## config.mk

```make
export PLATFORM = sky130hd
export DESIGN_NAME = mem_proxy_flat
export DESIGN_NICKNAME = d
export VERILOG_FILES = /design/src/proxy_pkg.sv /design/src/reg_bus_if.sv /design/src/mem_proxy.sv /design/src/flat_wrapper.sv
export SDC_FILE = /design/constraint.sdc
export NUM_CORES = 1
export LEC_CHECK = 0
export BUFFER_PORTS_ARGS = -buffer_cell sky130_fd_sc_hd__buf_2
export CORE_MARGIN = 2
export CORE_UTILIZATION = 40
export CTS_BUF_LIST = sky130_fd_sc_hd__clkbuf_8
export CTS_CLUSTER_SIZE = 16
export DETAILED_ROUTE_END_ITERATION = 8
export GPL_ROUTABILITY_DRIVEN = 0
export PLACE_DENSITY = 0.65
export SYNTH_ARGS = -nofsm -noshare
export SYNTH_HDL_FRONTEND = slang
export SYNTH_SLANG_ARGS = --single-unit
```

## constraint.sdc

```tcl
create_clock -name clk -period 6 [get_ports clk]
set_clock_uncertainty 0.05 [all_clocks]
set_input_delay 1.2 -clock clk [delete_from_list [all_inputs] [get_ports clk]]
set_output_delay 1.2 -clock clk [all_outputs]
set_load 0.005 [all_outputs]
```

## src/proxy_pkg.sv

```systemverilog
package proxy_pkg;

    // ------------------------------------------------------------
    // Host bus
    // ------------------------------------------------------------
    localparam int BUS_ADDR_WID = 12;
    localparam int BUS_DATA_WID = 32;

    // Region codes sit in address bits 11..8
    localparam logic [3:0] REGION_REG_PROXY = 4'd1;
    localparam logic [3:0] REGION_MEM_PROXY = 4'd2;

    localparam logic [BUS_DATA_WID-1:0] BAD_ADDR_DATA = 32'hDEAD_BEEF;

    // ------------------------------------------------------------
    // Register proxy map
    // ------------------------------------------------------------
    localparam logic [7:0] PROXY_ADDR_OFS   = 8'h00;
    localparam logic [7:0] PROXY_DATA_OFS   = 8'h04;
    localparam logic [7:0] PROXY_CMD_OFS    = 8'h08;
    localparam logic [7:0] PROXY_STATUS_OFS = 8'h0C;

    // Hidden register block behind the proxy
    localparam logic [7:0] IND_PRE_ADDR     = 8'd0;
    localparam logic [7:0] IND_POST_ADDR    = 8'd1;
    localparam logic [7:0] IND_TRIGGER_ADDR = 8'd2;
    localparam logic [7:0] IND_STATUS_ADDR  = 8'd3;

    // " PRE" and "POST" in ASCII
    localparam logic [BUS_DATA_WID-1:0] INFO_PRE  = 32'h2050_5245;
    localparam logic [BUS_DATA_WID-1:0] INFO_POST = 32'h504F_5354;

    // ------------------------------------------------------------
    // Memory proxy map
    // ------------------------------------------------------------
    localparam logic [7:0] MEM_ADDR_OFS   = 8'h00;
    localparam logic [7:0] MEM_WDATA_OFS  = 8'h04;
    localparam logic [7:0] MEM_CMD_OFS    = 8'h08;
    localparam logic [7:0] MEM_RDATA_OFS  = 8'h0C;
    localparam logic [7:0] MEM_STATUS_OFS = 8'h10;

    localparam int MEM_ADDR_WID = 8;
    localparam int MEM_DEPTH    = 256;

    localparam int STREAM_DATA_WID = 8;

    // Command and status bit positions, shared by both proxies
    localparam int CMD_WRITE_BIT   = 0;
    localparam int STATUS_BUSY_BIT = 0;

endpackage

```

## src/reg_bus_if.sv

```systemverilog
interface reg_bus_if;
    import proxy_pkg::*;

    // Strobes already qualified by region
    logic                    wr;
    logic                    rd;
    logic [7:0]              offset;
    logic [BUS_DATA_WID-1:0] wr_data;
    // Combinational read data from the peripheral
    logic [BUS_DATA_WID-1:0] rd_data;

    modport ctrl (
        output wr,
        output rd,
        output offset,
        output wr_data,
        input  rd_data
    );

    modport periph (
        input  wr,
        input  rd,
        input  offset,
        input  wr_data,
        output rd_data
    );

endinterface

```

## src/mem_proxy.sv

```systemverilog
module mem_proxy (
    input  logic                               clk,
    input  logic                               srst,
    reg_bus_if.periph                          bus,
    output logic                               o_mem_en,
    output logic                               o_mem_wr,
    output logic [proxy_pkg::MEM_ADDR_WID-1:0] o_mem_addr,
    output logic [proxy_pkg::BUS_DATA_WID-1:0] o_mem_wdata,
    input  logic [proxy_pkg::BUS_DATA_WID-1:0] i_mem_rdata
);
    import proxy_pkg::*;

    logic [BUS_DATA_WID-1:0] mem_addr;
    logic [BUS_DATA_WID-1:0] mem_wdata;
    logic [BUS_DATA_WID-1:0] mem_cmd;
    logic [BUS_DATA_WID-1:0] mem_rdata;
    logic [BUS_DATA_WID-1:0] status_word;

    // Sequencer stages: RAM cycle, then read capture
    logic access_q;
    logic capture_q;
    logic busy;
    logic cmd_start;

    assign busy      = access_q | capture_q;
    assign cmd_start = bus.wr && (bus.offset == MEM_CMD_OFS) && !busy;

    // ------------------------------------------------------------
    // Command registers and sequencer
    // ------------------------------------------------------------
    always_ff @(posedge clk) begin
        if (srst) begin
            mem_addr  <= '0;
            mem_cmd   <= '0;
            access_q  <= 1'b0;
            capture_q <= 1'b0;
        end else begin
            if (bus.wr && (bus.offset == MEM_ADDR_OFS)) begin
                mem_addr <= bus.wr_data;
            end
            // Commands arriving while busy are dropped
            if (cmd_start) begin
                mem_cmd <= bus.wr_data;
            end
            access_q  <= cmd_start;
            capture_q <= access_q && !mem_cmd[CMD_WRITE_BIT];
        end
    end

    always_ff @(posedge clk) begin
        if (bus.wr && (bus.offset == MEM_WDATA_OFS)) begin
            mem_wdata <= bus.wr_data;
        end
    end

    // RAM data is valid the cycle after the access
    always_ff @(posedge clk) begin
        if (capture_q) begin
            mem_rdata <= i_mem_rdata;
        end
    end

    assign o_mem_en    = access_q;
    assign o_mem_wr    = access_q & mem_cmd[CMD_WRITE_BIT];
    assign o_mem_addr  = mem_addr[MEM_ADDR_WID-1:0];
    assign o_mem_wdata = mem_wdata;

    // ------------------------------------------------------------
    // Host read mux
    // ------------------------------------------------------------
    always_comb begin
        status_word                  = '0;
        status_word[STATUS_BUSY_BIT] = busy;
    end

    always_comb begin
        case (bus.offset)
            MEM_ADDR_OFS:   bus.rd_data = mem_addr;
            MEM_WDATA_OFS:  bus.rd_data = mem_wdata;
            MEM_CMD_OFS:    bus.rd_data = mem_cmd;
            MEM_RDATA_OFS:  bus.rd_data = mem_rdata;
            MEM_STATUS_OFS: bus.rd_data = status_word;
            default:        bus.rd_data = BAD_ADDR_DATA;
        endcase
    end

endmodule

```

## src/flat_wrapper.sv

```systemverilog
// flat-port wrapper written by rule: the top's interface ports become plain ports
module mem_proxy_flat import proxy_pkg::*;
  (clk, srst, o_mem_en, o_mem_wr, o_mem_addr, o_mem_wdata, i_mem_rdata, bus_wr, bus_rd, bus_offset, bus_wr_data, bus_rd_data);
  reg_bus_if bus_i ();
  input  logic clk;
  input  logic srst;
  output logic o_mem_en;
  output logic o_mem_wr;
  output logic [proxy_pkg::MEM_ADDR_WID-1:0] o_mem_addr;
  output logic [proxy_pkg::BUS_DATA_WID-1:0] o_mem_wdata;
  input  logic [proxy_pkg::BUS_DATA_WID-1:0] i_mem_rdata;
  input wire logic [$bits(bus_i.wr)-1:0] bus_wr;
  input wire logic [$bits(bus_i.rd)-1:0] bus_rd;
  input wire logic [$bits(bus_i.offset)-1:0] bus_offset;
  input wire logic [$bits(bus_i.wr_data)-1:0] bus_wr_data;
  output wire logic [$bits(bus_i.rd_data)-1:0] bus_rd_data;
  assign bus_i.wr = bus_wr;
  assign bus_i.rd = bus_rd;
  assign bus_i.offset = bus_offset;
  assign bus_i.wr_data = bus_wr_data;
  assign bus_rd_data = bus_i.rd_data;
  mem_proxy u_core (.clk(clk), .srst(srst), .bus(bus_i), .o_mem_en(o_mem_en), .o_mem_wr(o_mem_wr), .o_mem_addr(o_mem_addr), .o_mem_wdata(o_mem_wdata), .i_mem_rdata(i_mem_rdata));
endmodule
```

==> results.md <==
- Status: finished clean
- RSZ-0062 raised after global routing: false
- Place WS: 1.303 ns
- Logic gate share of total power: 6.1%
- Clock buffer depth: 2
- Num ports: 150
- Vias in the first global route: 4473
- GR Overflow Total: 0
- Seq pwr share: 54.5%
- Async S/R FF share, synth: 0%
- Pin count of the biggest net entering global routing: 99
- Startpoint types: input pin
- Initial antenna violation count: 2
- Cells resized by post-CTS repair: 0
- LEAKAGE: 2.826 nW
- Pwr/cell area: 238.6 mW/mm2
- Nets@finish: 689
- Clock power frac: 39.4%
- Reg clk slew, reported paths: 0.07 ns
- Vias per cell: 5.283
- Layout Cells excl Fill: 812
- Max Slew Vio Count: 0
- CTS Hold Bufs: 0
- WL/cell: 18.98 um
- Synthesis-stage register bit count: 130
- Initial core utilization: 40.87%
- Peak supply drop: 0.1304 mV
- Residual DRC count: 0
- Crit Path Max Fanout: 22
- CTS sink cnt: 130
- Switching share of power: 22.20%
- Final period util: 78.60%
- Least-Margin Pin Slew: 1.033 ns
- Int Pwr: 0.001328 W
- Hold Path Class: reg2reg
- Die width: 125.6 um
- Initial DRC count: 254
- Die Height: 125.6 um
- Sequential area share after synthesis: 54.80%
- Root Buffer: clkbuf_8
- Post-DRT Antenna Nets: 0
- Die Footprint: 0.01578 mm2
- Max_slew headroom: 31.15%
- Setup ws final: 1.284 ns
- Drt first pass iters: 4
- Type of destination of the critical path: output pin
- Cell Rows: 44
- CTS tree: built
- Synthesized netlist net count: 551
- Fmax: 212.1 MHz
- Reg2reg setup slack: 4.03 ns
- Cell area after synthesis: 0.005918 mm2
- CP Class: in2out
- Yosys cell types: 33
- Global-route wire length before repair: 24210 um
- Placed insts: 778
- Total wire length: 15410 um
- Share of cells above drive strength 1: 35.30%
- Post-Route Setup TNS: 0 ns
- Final setup fails: 0
- Synth Instances: 475
- Worst-Skew Late Latency: 0.43 ns
- Tmin final: 4.716 ns
- Number of CTS-inserted buffers: 17
- Core area: 0.01448 mm2
- Final Hold Fails: 0
- EDFF count, synth: 64
- CTS H-Tree Depth: 4
- Gr usage total: 20.07%
- I/O Buffers: 148
- Max-cap violations: 0
- Top FF cell, synth: dfxtp_1
- Setup Buffers After CTS: 0
- Final core occ: 49.40%
- Switching power: 0.0003789 W
- Via count: 4290
- Synthesis-to-layout area growth: 20.85%
- Post-detail-place hpwl: 10110 um
- Synth Warn #: 0
- Worst endpoint required time: 4.75 ns
- Avg Cell Area, Syn: 12.46 um2
- Worst EP arrival: 3.47 ns
## path summary, 6_finish.rpt
path	start	end	cells past startpoint
worst max-delay path	bus_offset[1]	bus_rd_data[19]	5
worst min-delay path	u_core.mem_cmd[21]	u_core.mem_cmd[21]	2
worst max register to register	u_core.capture_q	u_core.mem_cmd[29]	4
worst min register to register	u_core.mem_cmd[21]	u_core.mem_cmd[21]	2
## kinds of logic after synthesis
| kind of cell | count (synthesis) | share of synthesized area (%) |
|---|---|---|
| AO/OA/AOI/OAI | 23 | 2.727 |
| buffers and inverters | 57 | 4.862 |
| flip-flops | 130 | 54.80 |
| multiplexers | 97 | 19.56 |
| AND/OR/NAND/NOR | 168 | 18.06 |
## through the flow
stage          hold slack [ns]  instance area (um2)  total power, W
3_5_place_dp            0.4135                 6792        0.001055
4_1_cts                 0.4305                 7147        0.001729
6_report                0.4260                 7152        0.001707
2_1_floorplan           0.3807                 5918        0.001007
3_3_place_gp            0.4055                 6792        0.001052
5_1_grt                 0.4441                 7147        0.001776
## registers in the layout, indices dropped and copies added, names as in the netlist
name / cells
u_core.capture_q: 1
u_core.o_mem_en: 1
u_core.mem_addr: 32
u_core.mem_rdata: 32
u_core.mem_cmd: 32
u_core.o_mem_wdata: 32
## power by group through the flow
stage	Clock (W)	Sequential, W	Combinational (W)
final	0.000672	0.000931	0.000103
after global routing	0.000733	0.000930	0.000113
after CTS	0.000694	0.000931	0.000104
after detailed placement	0	0.000951	0.000104
after global placement	0	0.000951	0.000101
after floorplan	0	0.000951	0.0000562
## layout make-up
type	count	area (um2)
fill	1315	7327
clock inverter	12	80.08
multi-input combinational	288	2422
clock buffer	20	275.3
sequential	130	3244
timing repair buffer	161	838.3
antenna	2	5.005
inverter	15	56.30
tap	184	230.2
## synthesized netlist by cell type, types with 3 or more instances
master,count,share of area [%]
a221o_1,8,1.4
buf_1,3,0.19
buf_2,8,0.68
buf_4,9,1.1
buf_6,4,0.76
clkbuf_1,18,1.1
dfxtp_1,66,22
edfxtp_1,64,32
inv_1,15,0.95
mux2_2,9,1.7
mux2i_1,74,13
mux4_2,14,5.3
nand2b_1,96,10
nand3_1,21,1.8
nand4_1,10,1.1
nand4b_1,9,1.3
nor2_1,4,0.25
nor3_1,11,0.93
nor4_1,3,0.32
o21ai_0,14,1.2
## worst max-delay path, cell delays in order
cell	delay (ns)
buf_2	0.12
nor3_2	0.66
and3_1	0.97
nand4_1	0.28
buf_2	0.22
## layout by cell type, fill, tap and decap left out, drive strengths merged, types with 2 or more instances in the layout
cell / count
buf: 161
nand2b: 96
mux2i: 74
dfxtp: 66
edfxtp: 64
inv: 21
nand3: 21
clkbuf: 20
o21ai: 14
mux4: 14
nor3: 11
nand4: 10
nand4b: 9
mux2: 9
a221o: 8
nor2: 4
clkinv: 4
nor4: 3
nor4b: 3
diode: 2
and2: 2
or4: 2
or4b: 2
## layer usage
layer  vias up  routed length, um  share of wire [%]  global-route usage (%)
met5         -                  0                  0                       0
met2       156               7521                 49                   32.75
li1       1999                  -                  -                       -
met3        19               1004                6.5                   5.692
met4         0                265                1.7                   7.516
met1      2116               6621                 43                   25.50
(Power assumes the default switching activity.)
