**config.mk**
```make
export PLATFORM = sky130hd
export DESIGN_NAME = reg_proxy_flat
export DESIGN_NICKNAME = d
export VERILOG_FILES = /design/src/proxy_pkg.sv /design/src/reg_bus_if.sv /design/src/reg_proxy.sv /design/src/flat_wrapper.sv
export SDC_FILE = /design/constraint.sdc
export NUM_CORES = 1
export LEC_CHECK = 0
export BUFFER_PORTS_ARGS = -buffer_cell sky130_fd_sc_hd__buf_2
export CORE_MARGIN = 2
export CORE_UTILIZATION = 25
export CTS_BUF_LIST = sky130_fd_sc_hd__clkbuf_2 sky130_fd_sc_hd__clkbuf_4 sky130_fd_sc_hd__clkbuf_8
export DETAILED_ROUTE_END_ITERATION = 7
export PLACE_DENSITY = 0.5
export SLEW_MARGIN = 0
export SYNTH_ARGS = -nofsm -noshare
export SYNTH_HDL_FRONTEND = slang
export SYNTH_SLANG_ARGS = --single-unit
```
**constraint.sdc**
```tcl
create_clock -name clk -period 5.3 [get_ports clk]
set_input_delay 0.53 -clock clk [delete_from_list [all_inputs] [get_ports clk]]
set_output_delay 0.53 -clock clk [all_outputs]
set_load 0.03 [all_outputs]
```
**src/proxy_pkg.sv**
```systemverilog
package proxy_pkg;

    // ------------------------------------------------------------
    // Host bus
    // ------------------------------------------------------------
    localparam int BUS_ADDR_WID = 12;
    localparam int BUS_DATA_WID = 32;

    // Region codes sit in address bits 11..8
    localparam logic [3:0] REGION_REG_PROXY = 4'd1;
    localparam logic [3:0] REGION_MEM_PROXY = 4'd2;

    localparam logic [BUS_DATA_WID-1:0] BAD_ADDR_DATA = 32'hDEAD_BEEF;

    // ------------------------------------------------------------
    // Register proxy map
    // ------------------------------------------------------------
    localparam logic [7:0] PROXY_ADDR_OFS   = 8'h00;
    localparam logic [7:0] PROXY_DATA_OFS   = 8'h04;
    localparam logic [7:0] PROXY_CMD_OFS    = 8'h08;
    localparam logic [7:0] PROXY_STATUS_OFS = 8'h0C;

    // Hidden register block behind the proxy
    localparam logic [7:0] IND_PRE_ADDR     = 8'd0;
    localparam logic [7:0] IND_POST_ADDR    = 8'd1;
    localparam logic [7:0] IND_TRIGGER_ADDR = 8'd2;
    localparam logic [7:0] IND_STATUS_ADDR  = 8'd3;

    // " PRE" and "POST" in ASCII
    localparam logic [BUS_DATA_WID-1:0] INFO_PRE  = 32'h2050_5245;
    localparam logic [BUS_DATA_WID-1:0] INFO_POST = 32'h504F_5354;

    // ------------------------------------------------------------
    // Memory proxy map
    // ------------------------------------------------------------
    localparam logic [7:0] MEM_ADDR_OFS   = 8'h00;
    localparam logic [7:0] MEM_WDATA_OFS  = 8'h04;
    localparam logic [7:0] MEM_CMD_OFS    = 8'h08;
    localparam logic [7:0] MEM_RDATA_OFS  = 8'h0C;
    localparam logic [7:0] MEM_STATUS_OFS = 8'h10;

    localparam int MEM_ADDR_WID = 8;
    localparam int MEM_DEPTH    = 256;

    localparam int STREAM_DATA_WID = 8;

    // Command and status bit positions, shared by both proxies
    localparam int CMD_WRITE_BIT   = 0;
    localparam int STATUS_BUSY_BIT = 0;

endpackage

```
**src/reg_bus_if.sv**
```systemverilog
interface reg_bus_if;
    import proxy_pkg::*;

    // Strobes already qualified by region
    logic                    wr;
    logic                    rd;
    logic [7:0]              offset;
    logic [BUS_DATA_WID-1:0] wr_data;
    // Combinational read data from the peripheral
    logic [BUS_DATA_WID-1:0] rd_data;

    modport ctrl (
        output wr,
        output rd,
        output offset,
        output wr_data,
        input  rd_data
    );

    modport periph (
        input  wr,
        input  rd,
        input  offset,
        input  wr_data,
        output rd_data
    );

endinterface

```
**src/reg_proxy.sv**
```systemverilog
module reg_proxy (
    input  logic      clk,
    input  logic      srst,
    reg_bus_if.periph bus
);
    import proxy_pkg::*;

    logic [BUS_DATA_WID-1:0] proxy_addr;
    logic [BUS_DATA_WID-1:0] proxy_data;
    logic [BUS_DATA_WID-1:0] proxy_cmd;
    logic                    busy;
    logic                    cmd_start;

    // Hidden register block
    logic [BUS_DATA_WID-1:0] trigger;
    logic [BUS_DATA_WID-1:0] ind_status;
    logic                    ind_addr_ok;
    logic                    trigger_wr;
    logic [BUS_DATA_WID-1:0] ind_rd_data;
    logic [BUS_DATA_WID-1:0] status_word;

    assign cmd_start   = bus.wr && (bus.offset == PROXY_CMD_OFS) && !busy;
    assign ind_addr_ok = (proxy_addr[BUS_DATA_WID-1:8] == '0);
    assign trigger_wr  = busy && proxy_cmd[CMD_WRITE_BIT] && ind_addr_ok &&
                         (proxy_addr[7:0] == IND_TRIGGER_ADDR);

    // ------------------------------------------------------------
    // Command registers and the one-cycle indirect access
    // ------------------------------------------------------------
    always_ff @(posedge clk) begin
        if (srst) begin
            proxy_addr <= '0;
            proxy_cmd  <= '0;
            busy       <= 1'b0;
            trigger    <= '0;
            ind_status <= '0;
        end else begin
            if (bus.wr && (bus.offset == PROXY_ADDR_OFS)) begin
                proxy_addr <= bus.wr_data;
            end
            if (cmd_start) begin
                proxy_cmd <= bus.wr_data;
            end
            busy <= cmd_start;
            // Status follows every trigger write
            if (trigger_wr) begin
                trigger    <= proxy_data;
                ind_status <= proxy_data;
            end
        end
    end

    // Indirect read result lands in the data register
    always_ff @(posedge clk) begin
        if (busy && !proxy_cmd[CMD_WRITE_BIT]) begin
            proxy_data <= ind_rd_data;
        end else if (bus.wr && (bus.offset == PROXY_DATA_OFS)) begin
            proxy_data <= bus.wr_data;
        end
    end

    always_comb begin
        ind_rd_data = BAD_ADDR_DATA;
        if (ind_addr_ok) begin
            case (proxy_addr[7:0])
                IND_PRE_ADDR:     ind_rd_data = INFO_PRE;
                IND_POST_ADDR:    ind_rd_data = INFO_POST;
                IND_TRIGGER_ADDR: ind_rd_data = trigger;
                IND_STATUS_ADDR:  ind_rd_data = ind_status;
                default:          ind_rd_data = BAD_ADDR_DATA;
            endcase
        end
    end

    // ------------------------------------------------------------
    // Host read mux
    // ------------------------------------------------------------
    always_comb begin
        status_word                  = '0;
        status_word[STATUS_BUSY_BIT] = busy;
    end

    always_comb begin
        case (bus.offset)
            PROXY_ADDR_OFS:   bus.rd_data = proxy_addr;
            PROXY_DATA_OFS:   bus.rd_data = proxy_data;
            PROXY_CMD_OFS:    bus.rd_data = proxy_cmd;
            PROXY_STATUS_OFS: bus.rd_data = status_word;
            default:          bus.rd_data = BAD_ADDR_DATA;
        endcase
    end

endmodule

```
**src/flat_wrapper.sv**
```systemverilog
// flat-port wrapper written by rule: the top's interface ports become plain ports
module reg_proxy_flat import proxy_pkg::*;
  (clk, srst, bus_wr, bus_rd, bus_offset, bus_wr_data, bus_rd_data);
  reg_bus_if bus_i ();
  input  logic clk;
  input  logic srst;
  input wire logic [$bits(bus_i.wr)-1:0] bus_wr;
  input wire logic [$bits(bus_i.rd)-1:0] bus_rd;
  input wire logic [$bits(bus_i.offset)-1:0] bus_offset;
  input wire logic [$bits(bus_i.wr_data)-1:0] bus_wr_data;
  output wire logic [$bits(bus_i.rd_data)-1:0] bus_rd_data;
  assign bus_i.wr = bus_wr;
  assign bus_i.rd = bus_rd;
  assign bus_i.offset = bus_offset;
  assign bus_i.wr_data = bus_wr_data;
  assign bus_rd_data = bus_i.rd_data;
  reg_proxy u_core (.clk(clk), .srst(srst), .bus(bus_i));
endmodule
```
==> impl_metrics.tcl, run 1 <==
set metrics [dict create \
    status "complete, no violations" \
    route.antenna.remaining_nets 0 \
    drv_cap 0 \
    pre_cts_ws_ns 2.19 \
    final.setup.tns_ns 0 \
    path_clk_slew_ns 0.08 \
    startpoint "bus_offset[2]" \
    avgViaCountPerCell 4.53 \
    crit_required_ns 4.77 \
    grt.overflow.total 0 \
    wl_per_cell_um 16.5 \
    hold_slack_ns 0.361 \
    hold_viol 0 \
    synth_top_area_cell "dfxtp_1" \
    p_clk_share_pct 47.7 \
    fin_crit_ns 3.04 \
    drt_first_pass_iters 4 \
    grt_start_max_net_pins 73 \
    slew-limit-headroom_pct 30.1 \
    place_congestion 0.684 \
    setup_slack_ns 2.26 \
    max_freq_ghz 0.329 \
    switching_share_pct 21.6 \
    ys_warn_count 0 \
    syn_nets 679 \
    tightest_slew_ns 1.05 \
    cp-end-kind "primary output" \
    cts_max_level 4 \
    final_core_util_pct 30.2 \
    finalMaxSlewViolations 0 \
    p_leak_nw 2.87 \
    cpPeakStageDelay_ns 0.77 \
    synth_edf_count 32 \
    power.total_w 0.00215 \
    drt_wl_total_um 17000 \
    cts_tree "yes" \
    syn_area_um2 6250 \
    ys_types 29 \
    combinationalPowerShare_pct 5.4 \
    fin_nets 734 \
    clockBufferDepth 2 \
    hpwl_um 10900 \
    synth.cells.most_frequent "nor2_1 (140), mux2i_1 (127), dfxtp_1 (97)" \
    path_cells "buf_2, nor2b_2, buf_4, a21oi_1, nor2_1, buf_2" \
    synth_top_area_share_pct 31.1 \
    fp.dieW_um 162 \
    dieArea_um2 26300 \
    cts_resized 0 \
    cts_buffers 17 \
    route.vias.total 4653 \
    p_seq_share_pct 46.9 \
    io_pins 76 \
    track_usage_pct 13.2 \
    drt-initial-drc-count 295 \
    antenna_found_initial 0 \
    syn_avg_cell_area_um2 9.84 \
    crit_fanout 22 \
    powerDensity_nw_per_um2 291 \
    crit_slowest_cell "nor2b_2" \
    min_from "bus_wr_data[26]" \
    postSynth.asyncResetShare_pct 0 \
    timing.rr.start "u_core.proxy_addr[2]" \
    rsz0062_at_grt "false" \
    fp.dieH_um 162 \
    cts_num_sinks 129 \
    synthCells 635 \
    floorplan.rows 57 \
    critPathMostFrequentCell "buf_2" \
    synth_most_common_cell "nor2_1" \
    hold_path_class "primary input to register" \
    clock_latency_ns 0.45 \
    ys_seq_area_share_pct 46.4 \
    grt_pass1_vias 4627 \
    core-area_um2 24500 \
    crit_arrival_ns 2.51 \
    synth_ff_type "dfxtp_1" \
    fin_skew_ns 0.0118 \
    setup_viol 0 \
    fin_crit_sh_pct 57.4 \
    worstSetupStartpointType "primary input" \
    p_int_w 0.00169 \
    area_growth_pct 18.2 \
    switchingPower_w 0.000464 \
    drc 0 \
    start_util_pct 25.5 \
    ys_top_cells_by_area "dfxtp_1 (31%), mux2i_1 (20%), edfxtp_1 (15%), nor2_1 (8.4%), nand2b_1 (6.6%)" \
    grt_pass1_wl_um 26600 \
    root_buffer "clkbuf_8" \
    n_fill_cell 2562 \
    portBuffers 74 \
    ys_ff_latch 129 \
    diodes 0 \
    layout-drive-gt1-share_pct 19.2 \
    crit_type "primary input to primary output" \
    cts_setup_buffers 0 \
    irDropWorstVdd_mv 0.177 \
    hold_buffers 0 \
]
[layout by cell type (no fill, tap or decap), drive strengths merged, types with 2 or more instances in the layout]
| cell | synthesis | layout |
|---|---|---|
| edfxtp | 32 | 32 |
| nor2 | 140 | 140 |
| nor4 | 9 | 9 |
| clkinvlp | 0 | 2 |
| a31oi | 24 | 24 |
| clkbuf | 35 | 21 |
| a211o | 23 | 23 |
| nand2 | 28 | 28 |
| nor2b | 3 | 3 |
| nand2b | 66 | 66 |
| buf | 16 | 87 |
| dfxtp | 97 | 97 |
| clkinv | 0 | 3 |
| nand3b | 2 | 2 |
| a21oi | 15 | 15 |
| o41ai | 8 | 8 |
| nand4 | 3 | 3 |
| bufinv | 0 | 6 |
| mux2i | 127 | 127 |
[worst max-delay path, delay by kind of cell]
family,cells,cell delay (ns)
AND/OR/NAND/NOR,2,0.87
buffers and inverters,3,0.96
AO/OA/AOI/OAI,1,0.12
[state kept, by name (all words and copies together) (netlist names)]
register,count
u_core.ind_status,32
u_core.proxy_addr,32
u_core.proxy_cmd,32
u_core.proxy_data,32
u_core.busy,1
[layer usage]
| layer | GRT usage, % | part of all wire [%] |
|---|---|---|
| met1 | 18.5 | 50 |
| met2 | 20.5 | 45 |
| met3 | 2.76 | 3.5 |
| met4 | 3.78 | 0.88 |
| met5 | 0 | 0 |
[layout make-up]
type / count / area [um^2] / share of cell area (%)
sequential: 129 / 2900 / 39.3
inverter: 1 / 3.75 / 0.0508
multi-input combinational: 454 / 3120 / 42.3
tap: 324 / 405 / 5.49
clock buffer: 21 / 270 / 3.66
timing repair buffer: 87 / 470 / 6.37
clock inverter: 11 / 210 / 2.85
[worst paths after layout]
check	slack (ns)	depth (start not counted)	endpoint
max	2.26	6	bus_rd_data[14]
min	0.36	3	u_core.proxy_cmd[26]
max reg2reg	2.51	5	u_core.ind_status[29]
min reg2reg	0.48	2	u_core.ind_status[12]
[power by group through the flow]
stage,Sequential (W),Clock (W),Combinational (W)
after floorplan,0.00103,0,0.0000695
after global placement,0.00103,0,0.000118
after detailed placement,0.00103,0,0.000117
after global routing,0.00101,0.00109,0.000127
final,0.00101,0.00103,0.000116
after CTS,0.00101,0.00106,0.000118
[cells by family (layout without fill, tap and decap cells)]
logic type	count (synthesis)	count (layout)	share of synthesized area (%)
AO/OA/AOI/OAI	71	71	8.03
buffers and inverters	52	120	3.82
AND/OR/NAND/NOR	255	255	21.0
flip-flops	129	129	46.4
multiplexers	128	128	20.7
[metrics by stage]
step	std cells	instance area (um^2)
floorplan	635	6250
global placement	995	6910
detailed placement	995	6910
CTS	1027	7390
global route	1027	7390
finish	1027	7390
Note: power is estimated with default switching activity, not from simulation.
==> run 2: changes to the inputs <==
- ABC_AREA: unset -> 1
- PLACE_DENSITY: 0.5 -> 0.51
- clock period: 5.3 -> 2.5 ns (I/O delays scaled with it)
==> run 2 against run 1 <==
Against the previous run:
- register-to-register slack worse by 2.0 ns
- sequential power up 110%
- global-route usage up 3.0 points
- worst hold slack worse by 0.31 ns
- synthesized area up 2.8%
- utilization up 0.11 points
- critical path type unchanged
- largest cell class is now registers
- highest routed layer unchanged
==> impl_metrics.tcl, run 2 <==
set metrics [dict create \
    avgViaCountPerCell 4.54 \
    wl_per_cell_um 15.8 \
    fp.dieW_um 164 \
    hpwl_um 14000 \
    finalMaxSlewViolations 0 \
    hold_viol 0 \
    final_cell_mix "nor2_1 (228), nand2_1 (169), nand3_1 (99)" \
    grt_pass1_vias 5838 \
    fin_crit_sh_pct 83.3 \
    route.vias.total 6066 \
    syn_nets 970 \
    cts_max_level 4 \
    crit_slowest_cell "nand2_1" \
    drv_cap 0 \
    start_util_pct 25.5 \
    hold_path_class "primary input to register" \
    cts_setup_buffers 0 \
    tightest_slew_ns 0.586 \
    top_usage_layer "met2" \
    ys_types 24 \
    seq_area_um2 2900 \
    postSynth.asyncResetShare_pct 0 \
    path_clk_slew_ns 0.08 \
    area_growth_pct 18.7 \
    cpPeakStageDelay_ns 0.37 \
    synth_top_area_cell "dfxtp_1" \
    fp.dieH_um 164 \
    slew-limit-headroom_pct 60.8 \
    synthCells 926 \
    final_core_util_pct 30.3 \
    crit_required_ns 2.25 \
    irDropWorstVdd_mv 0.270 \
    track_usage_pct 16.1 \
    fin_crit_ns 2.08 \
    path_cells "buf_2, or2_4, nor2_4, nand2_1, o21ai_0, inv_1, nand2_1, buf_2" \
    antenna_found_initial 0 \
    grt_start_max_net_pins 97 \
    syn_avg_cell_area_um2 6.94 \
    synth_ff_type "dfxtp_1" \
    powerDensity_nw_per_um2 583 \
    grt_pass1_wl_um 33200 \
    synth.cells.most_frequent "nor2_1 (230), nand2_1 (169), nand3_1 (99)" \
    floorplan.rows 58 \
    drt_wl_total_um 21100 \
    layout-drive-gt1-share_pct 15.3 \
    status "complete, no violations" \
    synth_edf_count 32 \
    grt_use_met3_pct 2.15 \
    clockBufferDepth 2 \
    crit_type "primary input to primary output" \
    crit_fanout 10 \
    worstSetupStartpointType "primary input" \
    ys_seq_area_share_pct 45.2 \
    cts_num_sinks 129 \
    root_buffer "clkbuf_8" \
    cp-end-kind "primary output" \
    synth_top_area_share_pct 30.2 \
    met1_usage_pct 21.5 \
    dieArea_um2 27000 \
    place_congestion 0.828 \
    core-area_um2 25200 \
    syn_area_um2 6430 \
    synth_most_common_cell "nor2_1" \
    ys_top_cells_by_area "dfxtp_1 (30%), edfxtp_1 (15%), nor2_1 (13%), nand2_1 (9.9%), nand3_1 (7.7%)" \
    met2_usage_pct 26.9 \
    fin_nets 1036 \
    fin_skew_ns 0.0110 \
    ys_warn_count 0 \
    io_pins 76 \
    grt.overflow.total 0 \
    drt-initial-drc-count 367 \
    cpLargestDelayFamily "simple AND/OR/NAND/NOR gates" \
    portBuffers 74 \
    layout_commonest_cell "nor2_1" \
    diodes 0 \
    cts_buffers 17 \
    drt_first_pass_iters 5 \
    rsz0062_at_grt "false" \
    final.setup.tns_ns 0 \
    cts_tree "yes" \
    drc 0 \
    multiInputGateArea_um2 2900 \
    path_buf_inv 3 \
    ys_ff_latch 129 \
    setup_viol 0 \
    crit_arrival_ns 1.83 \
    route.antenna.remaining_nets 0 \
    n_fill_cell 2749 \
    p_leak_nw 3.26 \
    max_freq_ghz 0.480 \
    clock_latency_ns 0.46 \
]
run 2: cell types whose count changed after synthesis, moves of 13 or more:
cell / change
mux2i_1: -127
nand2b_1: -66
a21oi_1: +23
nor3_1: +32
nand2_1: +141
nand3_1: +98
nor2_1: +90
a211o_1: -23
nand4_1: +23
o21ai_0: +13
inv_1: +82
o21ai_1: +25
a31oi_1: -24
run 2: what timing repair did:
| item | CTS | global route |
|---|---|---|
| hold endpoints to repair | 1 | 0 |
| hold buffers | 1 | 0 |
| gates resized for setup | 0 | 0 |
run 2: layer usage:
metal	vias to the layer above	wire (um)	part of all wire, %
met4	0	349	1.7
met2	130	10000	47
li1	3103	-	-
met3	22	719	3.4
met5	-	0	0
met1	2811	10100	48
run 2: cell families (layout without fill, tap and decap cells):
kind of cell | count (synthesis) | count (layout) | share of synthesized area (%)
and+or+nand+nor | 568 | 568 | 37.9
buffers and inverters | 144 | 223 | 9.99
DFF | 129 | 129 | 45.2
AOI/OAI and AO/OA | 85 | 85 | 6.93
run 2: cell type report:
| class | count | area share (%) |
|---|---|---|
| Sequential cell | 129 | 38.0 |
| Multi-Input combinational cell | 653 | 38.0 |
| Timing Repair Buffer | 106 | 8.53 |
| Tap cell | 330 | 5.41 |
| Inverter | 85 | 4.18 |
| Clock buffer | 20 | 3.36 |
| Clock inverter | 12 | 2.48 |
run 2: final timing paths:
kind / from / to / slack (ns) / cells after the start
hold reg to reg: u_core.ind_status[17] / u_core.ind_status[17] / 0.49 / 2
setup / recovery: bus_offset[1] / bus_rd_data[0] / 0.42 / 8
setup reg to reg: u_core.busy / u_core.proxy_data[9] / 0.55 / 5
hold / removal: bus_wr_data[14] / u_core.proxy_cmd[14] / 0.05 / 3
run 2: power breakdown:
part | internal (W) | switching [W]
clock network | 0.00121 | 0.000866
registers | 0.00214 | 0.00000228
logic | 0.0000723 | 0.000161
total | 0.00342 | 0.00103
run 2: worst register-to-register path, delay by kind of cell, from the launching register on:
| kind | cells | cell delay (ns) |
|---|---|---|
| AOI/OAI and AO/OA | 1 | 0.06 |
| DFF | 1 | 0.41 |
| buffers and inverters | 2 | 0.53 |
| and+or+nand+nor | 2 | 0.72 |
run 2: stage by stage:
step / area (um^2) / std cells / hold slack, ns / total power [W] / setup WS, ns
global placement: 7170 / 1302 / 0.461 / 0.00242 / 0.388
finish: 7630 / 1335 / 0.0487 / 0.00445 / 0.418
floorplan: 6430 / 926 / 0.322 / 0.00231 / 0.303
CTS: 7630 / 1335 / 0.0331 / 0.00448 / 0.386
detailed placement: 7170 / 1302 / 0.467 / 0.00242 / 0.387
global route: 7630 / 1335 / 0.0619 / 0.00459 / 0.279
