<file path="src/proxy_pkg.sv">
package proxy_pkg;

    // ------------------------------------------------------------
    // Host bus
    // ------------------------------------------------------------
    localparam int BUS_ADDR_WID = 12;
    localparam int BUS_DATA_WID = 32;

    // Region codes sit in address bits 11..8
    localparam logic [3:0] REGION_REG_PROXY = 4'd1;
    localparam logic [3:0] REGION_MEM_PROXY = 4'd2;

    localparam logic [BUS_DATA_WID-1:0] BAD_ADDR_DATA = 32'hDEAD_BEEF;

    // ------------------------------------------------------------
    // Register proxy map
    // ------------------------------------------------------------
    localparam logic [7:0] PROXY_ADDR_OFS   = 8'h00;
    localparam logic [7:0] PROXY_DATA_OFS   = 8'h04;
    localparam logic [7:0] PROXY_CMD_OFS    = 8'h08;
    localparam logic [7:0] PROXY_STATUS_OFS = 8'h0C;

    // Hidden register block behind the proxy
    localparam logic [7:0] IND_PRE_ADDR     = 8'd0;
    localparam logic [7:0] IND_POST_ADDR    = 8'd1;
    localparam logic [7:0] IND_TRIGGER_ADDR = 8'd2;
    localparam logic [7:0] IND_STATUS_ADDR  = 8'd3;

    // " PRE" and "POST" in ASCII
    localparam logic [BUS_DATA_WID-1:0] INFO_PRE  = 32'h2050_5245;
    localparam logic [BUS_DATA_WID-1:0] INFO_POST = 32'h504F_5354;

    // ------------------------------------------------------------
    // Memory proxy map
    // ------------------------------------------------------------
    localparam logic [7:0] MEM_ADDR_OFS   = 8'h00;
    localparam logic [7:0] MEM_WDATA_OFS  = 8'h04;
    localparam logic [7:0] MEM_CMD_OFS    = 8'h08;
    localparam logic [7:0] MEM_RDATA_OFS  = 8'h0C;
    localparam logic [7:0] MEM_STATUS_OFS = 8'h10;

    localparam int MEM_ADDR_WID = 8;
    localparam int MEM_DEPTH    = 256;

    localparam int STREAM_DATA_WID = 8;

    // Command and status bit positions, shared by both proxies
    localparam int CMD_WRITE_BIT   = 0;
    localparam int STATUS_BUSY_BIT = 0;

endpackage

</file>
<file path="src/reg_bus_if.sv">
interface reg_bus_if;
    import proxy_pkg::*;

    // Strobes already qualified by region
    logic                    wr;
    logic                    rd;
    logic [7:0]              offset;
    logic [BUS_DATA_WID-1:0] wr_data;
    // Combinational read data from the peripheral
    logic [BUS_DATA_WID-1:0] rd_data;

    modport ctrl (
        output wr,
        output rd,
        output offset,
        output wr_data,
        input  rd_data
    );

    modport periph (
        input  wr,
        input  rd,
        input  offset,
        input  wr_data,
        output rd_data
    );

endinterface

</file>
<file path="src/bus_decoder.sv">
module bus_decoder (
    input  logic                              clk,
    input  logic                              srst,
    input  logic                              i_wr,
    input  logic                              i_rd,
    input  logic [proxy_pkg::BUS_ADDR_WID-1:0] i_addr,
    input  logic [proxy_pkg::BUS_DATA_WID-1:0] i_wr_data,
    output logic [proxy_pkg::BUS_DATA_WID-1:0] o_rd_data,
    output logic                              o_ack,
    reg_bus_if.ctrl                           reg_if,
    reg_bus_if.ctrl                           mem_if
);
    import proxy_pkg::*;

    logic [3:0]              region;
    logic                    sel_reg;
    logic                    sel_mem;
    logic [BUS_DATA_WID-1:0] rd_sel;

    assign region  = i_addr[BUS_ADDR_WID-1 -: 4];
    assign sel_reg = (region == REGION_REG_PROXY);
    assign sel_mem = (region == REGION_MEM_PROXY);

    // Route strobes by region
    assign reg_if.wr      = i_wr & sel_reg;
    assign reg_if.rd      = i_rd & sel_reg;
    assign reg_if.offset  = i_addr[7:0];
    assign reg_if.wr_data = i_wr_data;

    assign mem_if.wr      = i_wr & sel_mem;
    assign mem_if.rd      = i_rd & sel_mem;
    assign mem_if.offset  = i_addr[7:0];
    assign mem_if.wr_data = i_wr_data;

    always_comb begin
        rd_sel = BAD_ADDR_DATA;
        if (sel_reg) begin
            rd_sel = reg_if.rd_data;
        end else if (sel_mem) begin
            rd_sel = mem_if.rd_data;
        end
    end

    // One-cycle ack for every access, mapped or not
    always_ff @(posedge clk) begin
        if (srst) begin
            o_ack <= 1'b0;
        end else begin
            o_ack <= i_wr | i_rd;
        end
    end

    always_ff @(posedge clk) begin
        if (i_rd) begin
            o_rd_data <= rd_sel;
        end
    end

endmodule

</file>
<file path="src/flat_wrapper.sv">
// flat-port wrapper written by rule: the top's interface ports become plain ports
module bus_decoder_flat import proxy_pkg::*;
  (clk, srst, i_wr, i_rd, i_addr, i_wr_data, o_rd_data, o_ack, reg_if_wr, reg_if_rd, reg_if_offset, reg_if_wr_data, reg_if_rd_data, mem_if_wr, mem_if_rd, mem_if_offset, mem_if_wr_data, mem_if_rd_data);
  reg_bus_if reg_if_i ();
  reg_bus_if mem_if_i ();
  input  logic clk;
  input  logic srst;
  input  logic i_wr;
  input  logic i_rd;
  input  logic [proxy_pkg::BUS_ADDR_WID-1:0] i_addr;
  input  logic [proxy_pkg::BUS_DATA_WID-1:0] i_wr_data;
  output logic [proxy_pkg::BUS_DATA_WID-1:0] o_rd_data;
  output logic o_ack;
  output wire logic [$bits(reg_if_i.wr)-1:0] reg_if_wr;
  output wire logic [$bits(reg_if_i.rd)-1:0] reg_if_rd;
  output wire logic [$bits(reg_if_i.offset)-1:0] reg_if_offset;
  output wire logic [$bits(reg_if_i.wr_data)-1:0] reg_if_wr_data;
  input wire logic [$bits(reg_if_i.rd_data)-1:0] reg_if_rd_data;
  output wire logic [$bits(mem_if_i.wr)-1:0] mem_if_wr;
  output wire logic [$bits(mem_if_i.rd)-1:0] mem_if_rd;
  output wire logic [$bits(mem_if_i.offset)-1:0] mem_if_offset;
  output wire logic [$bits(mem_if_i.wr_data)-1:0] mem_if_wr_data;
  input wire logic [$bits(mem_if_i.rd_data)-1:0] mem_if_rd_data;
  assign reg_if_wr = reg_if_i.wr;
  assign reg_if_rd = reg_if_i.rd;
  assign reg_if_offset = reg_if_i.offset;
  assign reg_if_wr_data = reg_if_i.wr_data;
  assign reg_if_i.rd_data = reg_if_rd_data;
  assign mem_if_wr = mem_if_i.wr;
  assign mem_if_rd = mem_if_i.rd;
  assign mem_if_offset = mem_if_i.offset;
  assign mem_if_wr_data = mem_if_i.wr_data;
  assign mem_if_i.rd_data = mem_if_rd_data;
  bus_decoder u_core (.clk(clk), .srst(srst), .i_wr(i_wr), .i_rd(i_rd), .i_addr(i_addr), .i_wr_data(i_wr_data), .o_rd_data(o_rd_data), .o_ack(o_ack), .reg_if(reg_if_i), .mem_if(mem_if_i));
endmodule
</file>
<file path="config.mk">
export PLATFORM = sky130hd
export DESIGN_NAME = bus_decoder_flat
export DESIGN_NICKNAME = d
export VERILOG_FILES = /design/src/proxy_pkg.sv /design/src/reg_bus_if.sv /design/src/bus_decoder.sv /design/src/flat_wrapper.sv
export SDC_FILE = /design/constraint.sdc
export NUM_CORES = 1
export LEC_CHECK = 0
export BUFFER_PORTS_ARGS = -buffer_cell sky130_fd_sc_hd__buf_2
export CAP_MARGIN = 20
export CORE_AREA = 2 2 89 91
export CTS_CLUSTER_SIZE = 40
export DETAILED_ROUTE_END_ITERATION = 10
export DIE_AREA = 0 0 91 93
export PLACE_DENSITY = 0.73
export SYNTH_ARGS = -nofsm -noshare
export SYNTH_HDL_FRONTEND = slang
export SYNTH_SLANG_ARGS = --single-unit
</file>
<file path="constraint.sdc">
create_clock -name clk -period 1.2 [get_ports clk]
set_clock_uncertainty 0.15 [all_clocks]
set_input_delay 0.12 -clock clk [delete_from_list [all_inputs] [get_ports clk]]
set_output_delay 0.12 -clock clk [all_outputs]
set_load 0.05 [all_outputs]
</file>
==> results.md, run 1 <==
* Peak Freq at 0.8689 GHz
* CTS tree: yes
* Crit path buf inv count at 1
* CTS Buf Count at 5
* Ys Warns at 0
* Post-Synthesis Cells at 236
* Seq pwr share at 0.470
* Root buffer cell: clkbuf_8
* CTS Buffer Depth at 2
* Sw frac at 0.3053
* Crit Path Category: reg -> out
* Stages on the worst setup path at 1
* Final Power at 0.002896 W
* Synth Net Count at 348
* Clock transition at path regs at around 0.070 ns
* Starting DRT DRC Count at roughly 130
* Total number of vias at around 1700
* Required time of the critical path at 0.93 ns
* Worst vdd ir at between 0.3 and 0.4 mV
* Yosys cell types at 16
* Final worst path period need at 1.151 ns
* Fin area at 2668 um2
* Via/cell ratio at 4.699
* Max H-tree Level at 2
* Proportion of layout cells with a drive suffix above 1 at 0.5131
* N_diodes at 0
* CP delay by family, top: flip-flops
* IO Port Bufs at roughly 110
* Max Slew Vio Count at 0
* GR Overflow Total at 0
* 1st-pass router iterations at 4
* Psw at 0.0008841 W
* CP cell instances: buf_2
* Worst Hold Path Cells at 3
* Max_cap viols at 0
* Final period util at 0.9590
* DRT Wirelength at 6553 um
* Slowest CP cell: edfxtp_1
* Max stage delay on crit path at 0.33 ns
* GPL Wtd Cong at roughly 0.74
* Final nets at around 380
* Pin count of the biggest net entering global routing at 31
* Die W at between 90 and 100 um
* Vias in the first global route at 1618
* DPL Wire Length at approximately 5100 um
* PD cells at 1086 nW/um2
* Die height at 93 um
* Area delta synth->final at 7.895%
* Worst Path Arrival at 0.88 ns
* Worst setup SP type: register
* Pleak at 1.045 nW
* Final hold slack at 0.02489 ns
* Avg WL per Cell at 17.76 um
* RSZ-0062 raised after global routing: no
* Critical Path Fanout Max at 1
* Core Box Area at 7527 um2
* GRT Overall Usage at 0.1448
* DRC at 0
* #FFs+latches synth at 33
* Cell Rows at 32
* First-pass GRT wire length at 9287 um
* Initial antenna violation count at 0
* Fillers at 770
* Post-route ant nets at 0
* Worst setup EP type: output port
* Initial Util at 0.3285
* Register area share after synthesis at 0.3968
* Fin. Hold Viols at 0
* Post-CTS Setup Inserts at 0
* Combinational group share of total power at 0.261
* # setup viols final at 0
* Status: complete, no violations
* Clock power share at 0.269
* Worst Tran Pin Value at 0.2719 ns
* I/O pins at 229
* Clock sink count at 33
* Die footprint at 8463 um2
* Min-delay worst type: in -> reg
* Internal power at ~0.0020 W
* Placed Area at 2535 um2
* Mapped Area at around 2500 um2
* Avg Inst Size Synth at roughly 10 um2
* Relative slew slack at 0.8199
## power groups by stage
stage / combinational [W] / sequential, W / clock (W)
floorplan: 0.000920 / 0.00166 / 0
global placement: 0.000734 / 0.00138 / 0
detailed placement: 0.000741 / 0.00139 / 0
CTS: 0.000750 / 0.00136 / 0.000804
global route: 0.000799 / 0.00137 / 0.000847
finish: 0.000755 / 0.00136 / 0.000780
## state kept, by name (all words and copies together), names as in the netlist
name              count
u_core.o_ack          1
u_core.o_rd_data     32
## kinds of logic after synthesis
logic type      Yosys count  synth area share
flops                    33            0.3968
compound gates           32           0.06478
simple gates             74            0.2379
buf+inv                  97            0.3006
## synthesized netlist by cell type (all sizes together)
cell type,count,area (um2)
a21oi,8,40.04
and3,4,25.02
buf,93,728.2
clkbuf,4,15.01
dfxtp,1,20.02
edfxtp,32,960.9
nand3b,16,120.1
nor2,3,13.77
nor2b,2,12.51
nor3b,48,410.4
o21ai,24,120.1
or2,1,6.260
## layout make-up
| cell class | count | area [um2] | area share |
|---|---|---|---|
| Timing Repair Buffer | 120 | 716.9 | 0.2688 |
| Clock buffer | 7 | 76.32 | 0.02861 |
| Multi-Input combinational cell | 106 | 760.7 | 0.2852 |
| Tap cell | 102 | 127.6 | 0.04784 |
| Clock inverter | 1 | 5.005 | 0.001876 |
| Sequential cell | 33 | 980.9 | 0.3677 |
## layout by cell type, fill, tap and decap left out, types with 5 or more instances in the layout
cell        n
buf_2     102
a21oi_1     8
clkbuf_8    5
nor3b_2    10
buf_12      5
buf_4       9
nand3b_1   16
nor3b_1    38
edfxtp_1   32
o21ai_1    24
## what timing repair did
item,4_1_cts,5_1_grt
setup endpoints to repair,4,4
endpoints found under the hold margin,1,0
resized for setup,3,9
hold buffers,2,0
## stage by stage
stage | utilization | setup slack, ns | std cells | TNS, ns
2_1_floorplan | - | 0.09986 | 236 | 0
3_3_place_gp | 0.3368 | -0.08150 | 359 | -1.503
3_5_place_dp | 0.3368 | -0.08880 | 359 | -2.071
4_1_cts | 0.3512 | 0.001566 | 369 | 0
5_1_grt | 0.3544 | 0.0009878 | 369 | 0
6_report | 0.3544 | 0.04916 | 369 | 0
## worst paths after layout
kind / startpoint / endpoint
setup / recovery: u_core.o_rd_data[7]$_DFFE_PP_ / o_rd_data[7]
hold / removal: reg_if_rd_data[6] / u_core.o_rd_data[6]$_DFFE_PP_
## per-layer routing
metal  vias up  part of all wire  GRT usage
met5         -                 0          0
met4         0             0.020    0.05808
met3        16              0.15    0.08058
met2       157              0.51     0.2593
met1       757              0.31     0.1374
li1        804                 -          -
Power figures use the tool's default switching activity.
==> run 2: changes to the inputs <==
BUFFER_PORTS_ARGS = -buffer_cell sky130_fd_sc_hd__buf_4   (was -buffer_cell sky130_fd_sc_hd__buf_2)
CORE_AREA = unset   (was 2 2 89 91)
CORE_ASPECT_RATIO = 0.8   (was unset)
CORE_MARGIN = 4   (was unset)
CORE_UTILIZATION = 38   (was unset)
DIE_AREA = unset   (was 0 0 91 93)
PLACE_DENSITY = 0.82   (was 0.73)
==> run 2 against run 1 <==
Net effect: cell count decreased by 3.5%; total power is 12% higher; sequential share of layout area decreased by 3.3 points; first-iteration DRC count shrank 57%; design area increased by 9.8%; via count rose by 1.5%; wire length grew 3.3%; clock power increased by 29%; count of clock-buffer cells in the layout decreased by 1; flip-flop and latch count is the same; critical path type unchanged; largest cell class is now non-clock buffers.
==> results.md, run 2 (synthesis gave the netlist of run 1 again) <==
* Status: complete, no violations
* Area delta synth->final at 18.42%
* I/O pins at 229
* GPL Wtd Cong at 0.8097
* Max FFs per register at 32
* Relative slew slack at 0.8301
* Vias in the first global route at 1822
* Most common cell after layout, fill and taps aside: buf_4
* Max H-tree Level at 2
* GR Overflow Total at 0
* Pleak at 1.162 nW
* Post-route ant nets at 0
* RSZ-0062 raised after global routing: no
* Max Slew Vio Count at 0
* Final period util at 0.9655
* Stages on the worst setup path at 1
* Worst vdd ir at 0.4145 mV
* CTS Buffer Depth at 2
* Starting DRT DRC Count at 57
* CP cell instances: buf_4
* CTS Buf Count at 5
* # setup viols final at 0
* Crit path buf inv count at 1
* Worst Tran Pin Value at 0.2543 ns
* Proportion of layout cells with a drive suffix above 1 at 0.5236
* Worst setup EP type: output port
* Die footprint at 7869 um2
* Placed Area at 2801 um2
* DRT Wirelength at 6766 um
* Peak Freq at 0.8631 GHz
* CTS tree: yes
* Pin count of the biggest net entering global routing at 28
* Die W at 98.18 um
* Most frequent cells in the layout: 124 x buf_4, 38 x nor3b_1, 32 x edfxtp_1, 24 x o21ai_1, 16 x nand3b_1
* Max stage delay on crit path at 0.40 ns
* Cell Rows at 25
* Crit Path Category: reg -> out
* First-pass GRT wire length at 9908 um
* Max_cap viols at 0
* IO Port Bufs at 108
* PD cells at roughly 1100 nW/um2
* DRC at 0
* Die height at 80.15 um
* Clock transition at path regs at ~0.07 ns
* 1st-pass router iterations at 4
* Worst Hold Path Cells at 3
* CP delay by family, top: flip-flops
* Fin area at 2928 um2
* Final Power at 0.003237 W
* Most flops, register: u_core.o_rd_data
* Avg WL per Cell at 19.01 um
* N_diodes at 0
* Worst setup SP type: register
* Slowest CP cell: edfxtp_1
* Fin. Hold Viols at 0
* Required time of the critical path at 0.93 ns
* GRT Overall Usage at 0.1638
* Initial antenna violation count at 0
* Core Box Area at between 6000 and 7000 um2
* Final worst path period need at 1.159 ns
* Root buffer cell: clkbuf_8
* DPL Wire Length at approximately 5500 um
* Total number of vias at 1760
* Initial Util at 0.4053
* Critical Path Fanout Max at 1
* Hold_sp: reg_if_rd_data[2]
* Hold Crit Endpoint: u_core.o_rd_data[2]$_DFFE_PP_
* Min-delay worst type: in -> reg
* Worst Path Arrival at 0.89 ns
* Largest regs: u_core.o_rd_data (32), u_core.o_ack (1)
* Clock sink count at 33
* Via/cell ratio at 4.944
* Final nets at about 390
[run 2: final cells by class]
| cell class | instances | area (um2) |
|---|---|---|
| clock inverters | 2 | 33.78 |
| repair buffers | 128 | 991.0 |
| well taps | 81 | 101.3 |
| multi-input cells | 106 | 748.2 |
| flip-flops and latches | 33 | 980.9 |
| fillers | 546 | 3172 |
| clock buffers | 6 | 72.57 |
[run 2: routing by layer]
metal / global-route usage / part of all wire / vias to the layer above
met5: 0 / 0 / -
met4: 0.05184 / 0.013 / 0
met3: 0.09288 / 0.15 / 8
met2: 0.3016 / 0.51 / 143
met1: 0.1555 / 0.33 / 789
li1: - / - / 820
[run 2: what timing repair did]
action,CTS,global route
gates resized for setup,0,0
hold endpoints to repair,1,0
buffers inserted,0,0
hold buffers,2,0
[run 2: worst max path at each step]
stage / from / endpoint / slack [ns]
2_1_floorplan: i_addr[8] / reg_if_rd / 0.1
3_3_place_gp: i_addr[8] / u_core.o_rd_data[10]$_DFFE_PP_ / -0.04
3_5_place_dp: i_addr[9] / u_core.o_rd_data[19]$_DFFE_PP_ / -0.10
4_1_cts: u_core.o_rd_data[30]$_DFFE_PP_ / o_rd_data[30] / 0.04
5_1_grt: u_core.o_rd_data[30]$_DFFE_PP_ / o_rd_data[30] / 0.006
6_report: u_core.o_rd_data[30]$_DFFE_PP_ / o_rd_data[30] / 0.04
[run 2: per-stage QoR]
step / setup slack (ns) / cells / util / TNS (ns) / hold WS [ns]
after floorplan: 0.09986 / 236 / - / 0 / 0.04238
after global placement: -0.03873 / 346 / 0.4593 / -0.3121 / 0.09053
after detailed placement: -0.1037 / 346 / 0.4593 / -0.6064 / 0.09053
after CTS: 0.03660 / 356 / 0.4800 / 0 / 0.008747
after global routing: 0.005569 / 356 / 0.4800 / 0 / 0.02074
final: 0.04138 / 356 / 0.4800 / 0 / 0.01137
[run 2: report_power, final]
| part | switching [W] | internal (W) | leakage (nW) |
|---|---|---|---|
| registers | 0.0000236 | 0.00134 | 0.326 |
| logic | 0.000493 | 0.000369 | 0.783 |
| clock network | 0.000396 | 0.000613 | 0.0528 |
| total | 0.000913 | 0.00232 | 1.16 |
==> run 3: changes to the inputs <==
clock period = 1.24 ns   (was 1.2 ns; I/O delays follow)
==> run 3 against run 2 <==
Net effect: non-clock buffer count up 1; sequential share of layout area up 0.14 points; total power down 10%; cell count up 0.28%; critical path type is now in -> out; highest routed layer unchanged.
==> results.md, run 3 (synthesis gave the netlist of run 1 again) <==
* Crit Path Category: in -> out
* Peak Freq at 0.8379 GHz
* Proportion of layout cells with a drive suffix above 1 at 0.5290
* Pin count of the biggest net entering global routing at 28
* CP delay by family, top: buffers and inverters
* Die footprint at just under 8000 um2
* Final hold slack at 0.02126 ns
* Fillers at 548
* Crit path buf inv count at 3
* Final Non-Filler Cells at 357
* PD cells at 998.5 nW/um2
* Slowest CP cell: and3_1
* Avg WL per Cell at 19.12 um
* Die height at 80.15 um
* Post-route ant nets at 0
* GR Overflow Total at 0
* N_diodes at 0
* Die W at a little under 100 um
* Most used cell along the critical path: buf_4
* Pleak at 1.160 nW
* Min-delay worst type: in -> reg
* Max FFs per register at 32
* Most flops, register: u_core.o_rd_data
* Cell Rows at 25
* RSZ-0062 raised after global routing: no
* Worst Path Arrival at 0.92 ns
* Area delta synth->final at 17.92%
* Max_cap viols at 0
* Root buffer cell: clkbuf_8
* # setup viols final at 0
* Clock transition at path regs at 0.06 ns
* Max stage delay on crit path at 0.19 ns
* CTS tree: yes
* CP cell instances: buf_4 -> buf_4 -> nor2b_1 -> and3_1 -> buf_6
* I/O pins at around 230
* Required time of the critical path at 0.97 ns
* DPL Wire Length at around 5600 um
* Worst setup SP type: primary input
* Final worst path period need at 1.193 ns
* Total number of vias at ~1800
* Fin Setup TNS at 0 ns
* DRT Wirelength at 6827 um
* Initial antenna violation count at 0
* Fin. Hold Viols at 0
* Final nets at roughly 390
* Via/cell ratio at 5.048
* Most common cell after layout, fill and taps aside: buf_4
* Worst setup EP type: output port
* Cells after DPL at 347
* CTS Buf Count at 5
* IO Port Bufs at 108
* Initial Util at 0.4053
* DRC at 0
* Most frequent cells in the layout: 124 x buf_4, 38 x nor3b_1, 32 x edfxtp_1, 24 x o21ai_1, 16 x nand3b_1
* Vias in the first global route at 1838
* Clock sink count at 33
* Worst vdd ir at 0.4122 mV
* First-pass GRT wire length at a little over 10000 um
* Critical Path Fanout Max at 7
* Max Slew Vio Count at 0
* Core Box Area at 6100 um2
* Final period util at 0.9625
* GRT Overall Usage at 0.1665
* 1st-pass router iterations at 4
* GPL Wtd Cong at between 0.8 and 0.9
* CTS Buffer Depth at 2
* Status: complete, no violations
* Relative slew slack at 0.8474
* Largest regs: u_core.o_rd_data (32), u_core.o_ack (1)
* Max H-tree Level at 2
* Worst Tran Pin Value at 0.2287 ns
* Starting DRT DRC Count at 45
==> run 3: cell types whose count changed in the layout (fill, tap and decap cells not counted) <==
cell	before	now
clkinv_2	0	2
clkinv_1	1	0
buf_6	0	1
bufinv_16	1	0
==> run 3: worst paths after layout <==
check                          start                              to  cells after the start
setup / recovery           i_addr[8]                       mem_if_wr                      5
hold / removal    reg_if_rd_data[31]  u_core.o_rd_data[31]$_DFFE_PP_                      3
==> run 3: routing by layer <==
| metal | up-vias | global-route usage | part of all wire |
|---|---|---|---|
| met3 | 7 | 0.09288 | 0.14 |
| met1 | 824 | 0.1620 | 0.33 |
| met4 | 0 | 0.04229 | 0.0072 |
| li1 | 824 | - | - |
| met5 | - | 0 | 0 |
| met2 | 147 | 0.3077 | 0.52 |
==> run 3: through the flow <==
stage               setup slack (ns)  instance area, um2    util  total power, W
floorplan                     0.1319                2472       -        0.002499
global placement           -0.005831                2809  0.4605        0.002167
CTS                          0.02961                2912  0.4773        0.002942
finish                       0.04654                2915  0.4779        0.002911
detailed placement          -0.04170                2809  0.4605        0.002185
global route                0.001034                2915  0.4779        0.003059
==> run 3: layout make-up <==
type | instances | area (um2) | share of cell area
tap | 81 | 101.3 | 0.03476
sequential | 33 | 980.9 | 0.3365
timing repair buffer | 129 | 1002 | 0.3438
clock buffer | 6 | 72.57 | 0.02489
multi-input combinational | 106 | 748.2 | 0.2567
clock inverter | 2 | 10.01 | 0.003433
==> run 3: worst min-delay path, stage by stage <==
cell	delay, ns
buf_4	0.08
nor3b_1	0.03
o21ai_1	0.10
==> run 3: timing repair <==
action,in CTS,in global routing
gates resized for setup,0,1
hold buffers,2,0
buffers inserted,0,0
hold endpoints to repair,1,0
endpoints found under the setup margin,0,1
==> run 3: report_power, final <==
part           internal [W]  switching, W
clock network      0.000388      0.000362
registers           0.00130     0.0000244
logic              0.000359      0.000477
total               0.00205      0.000864
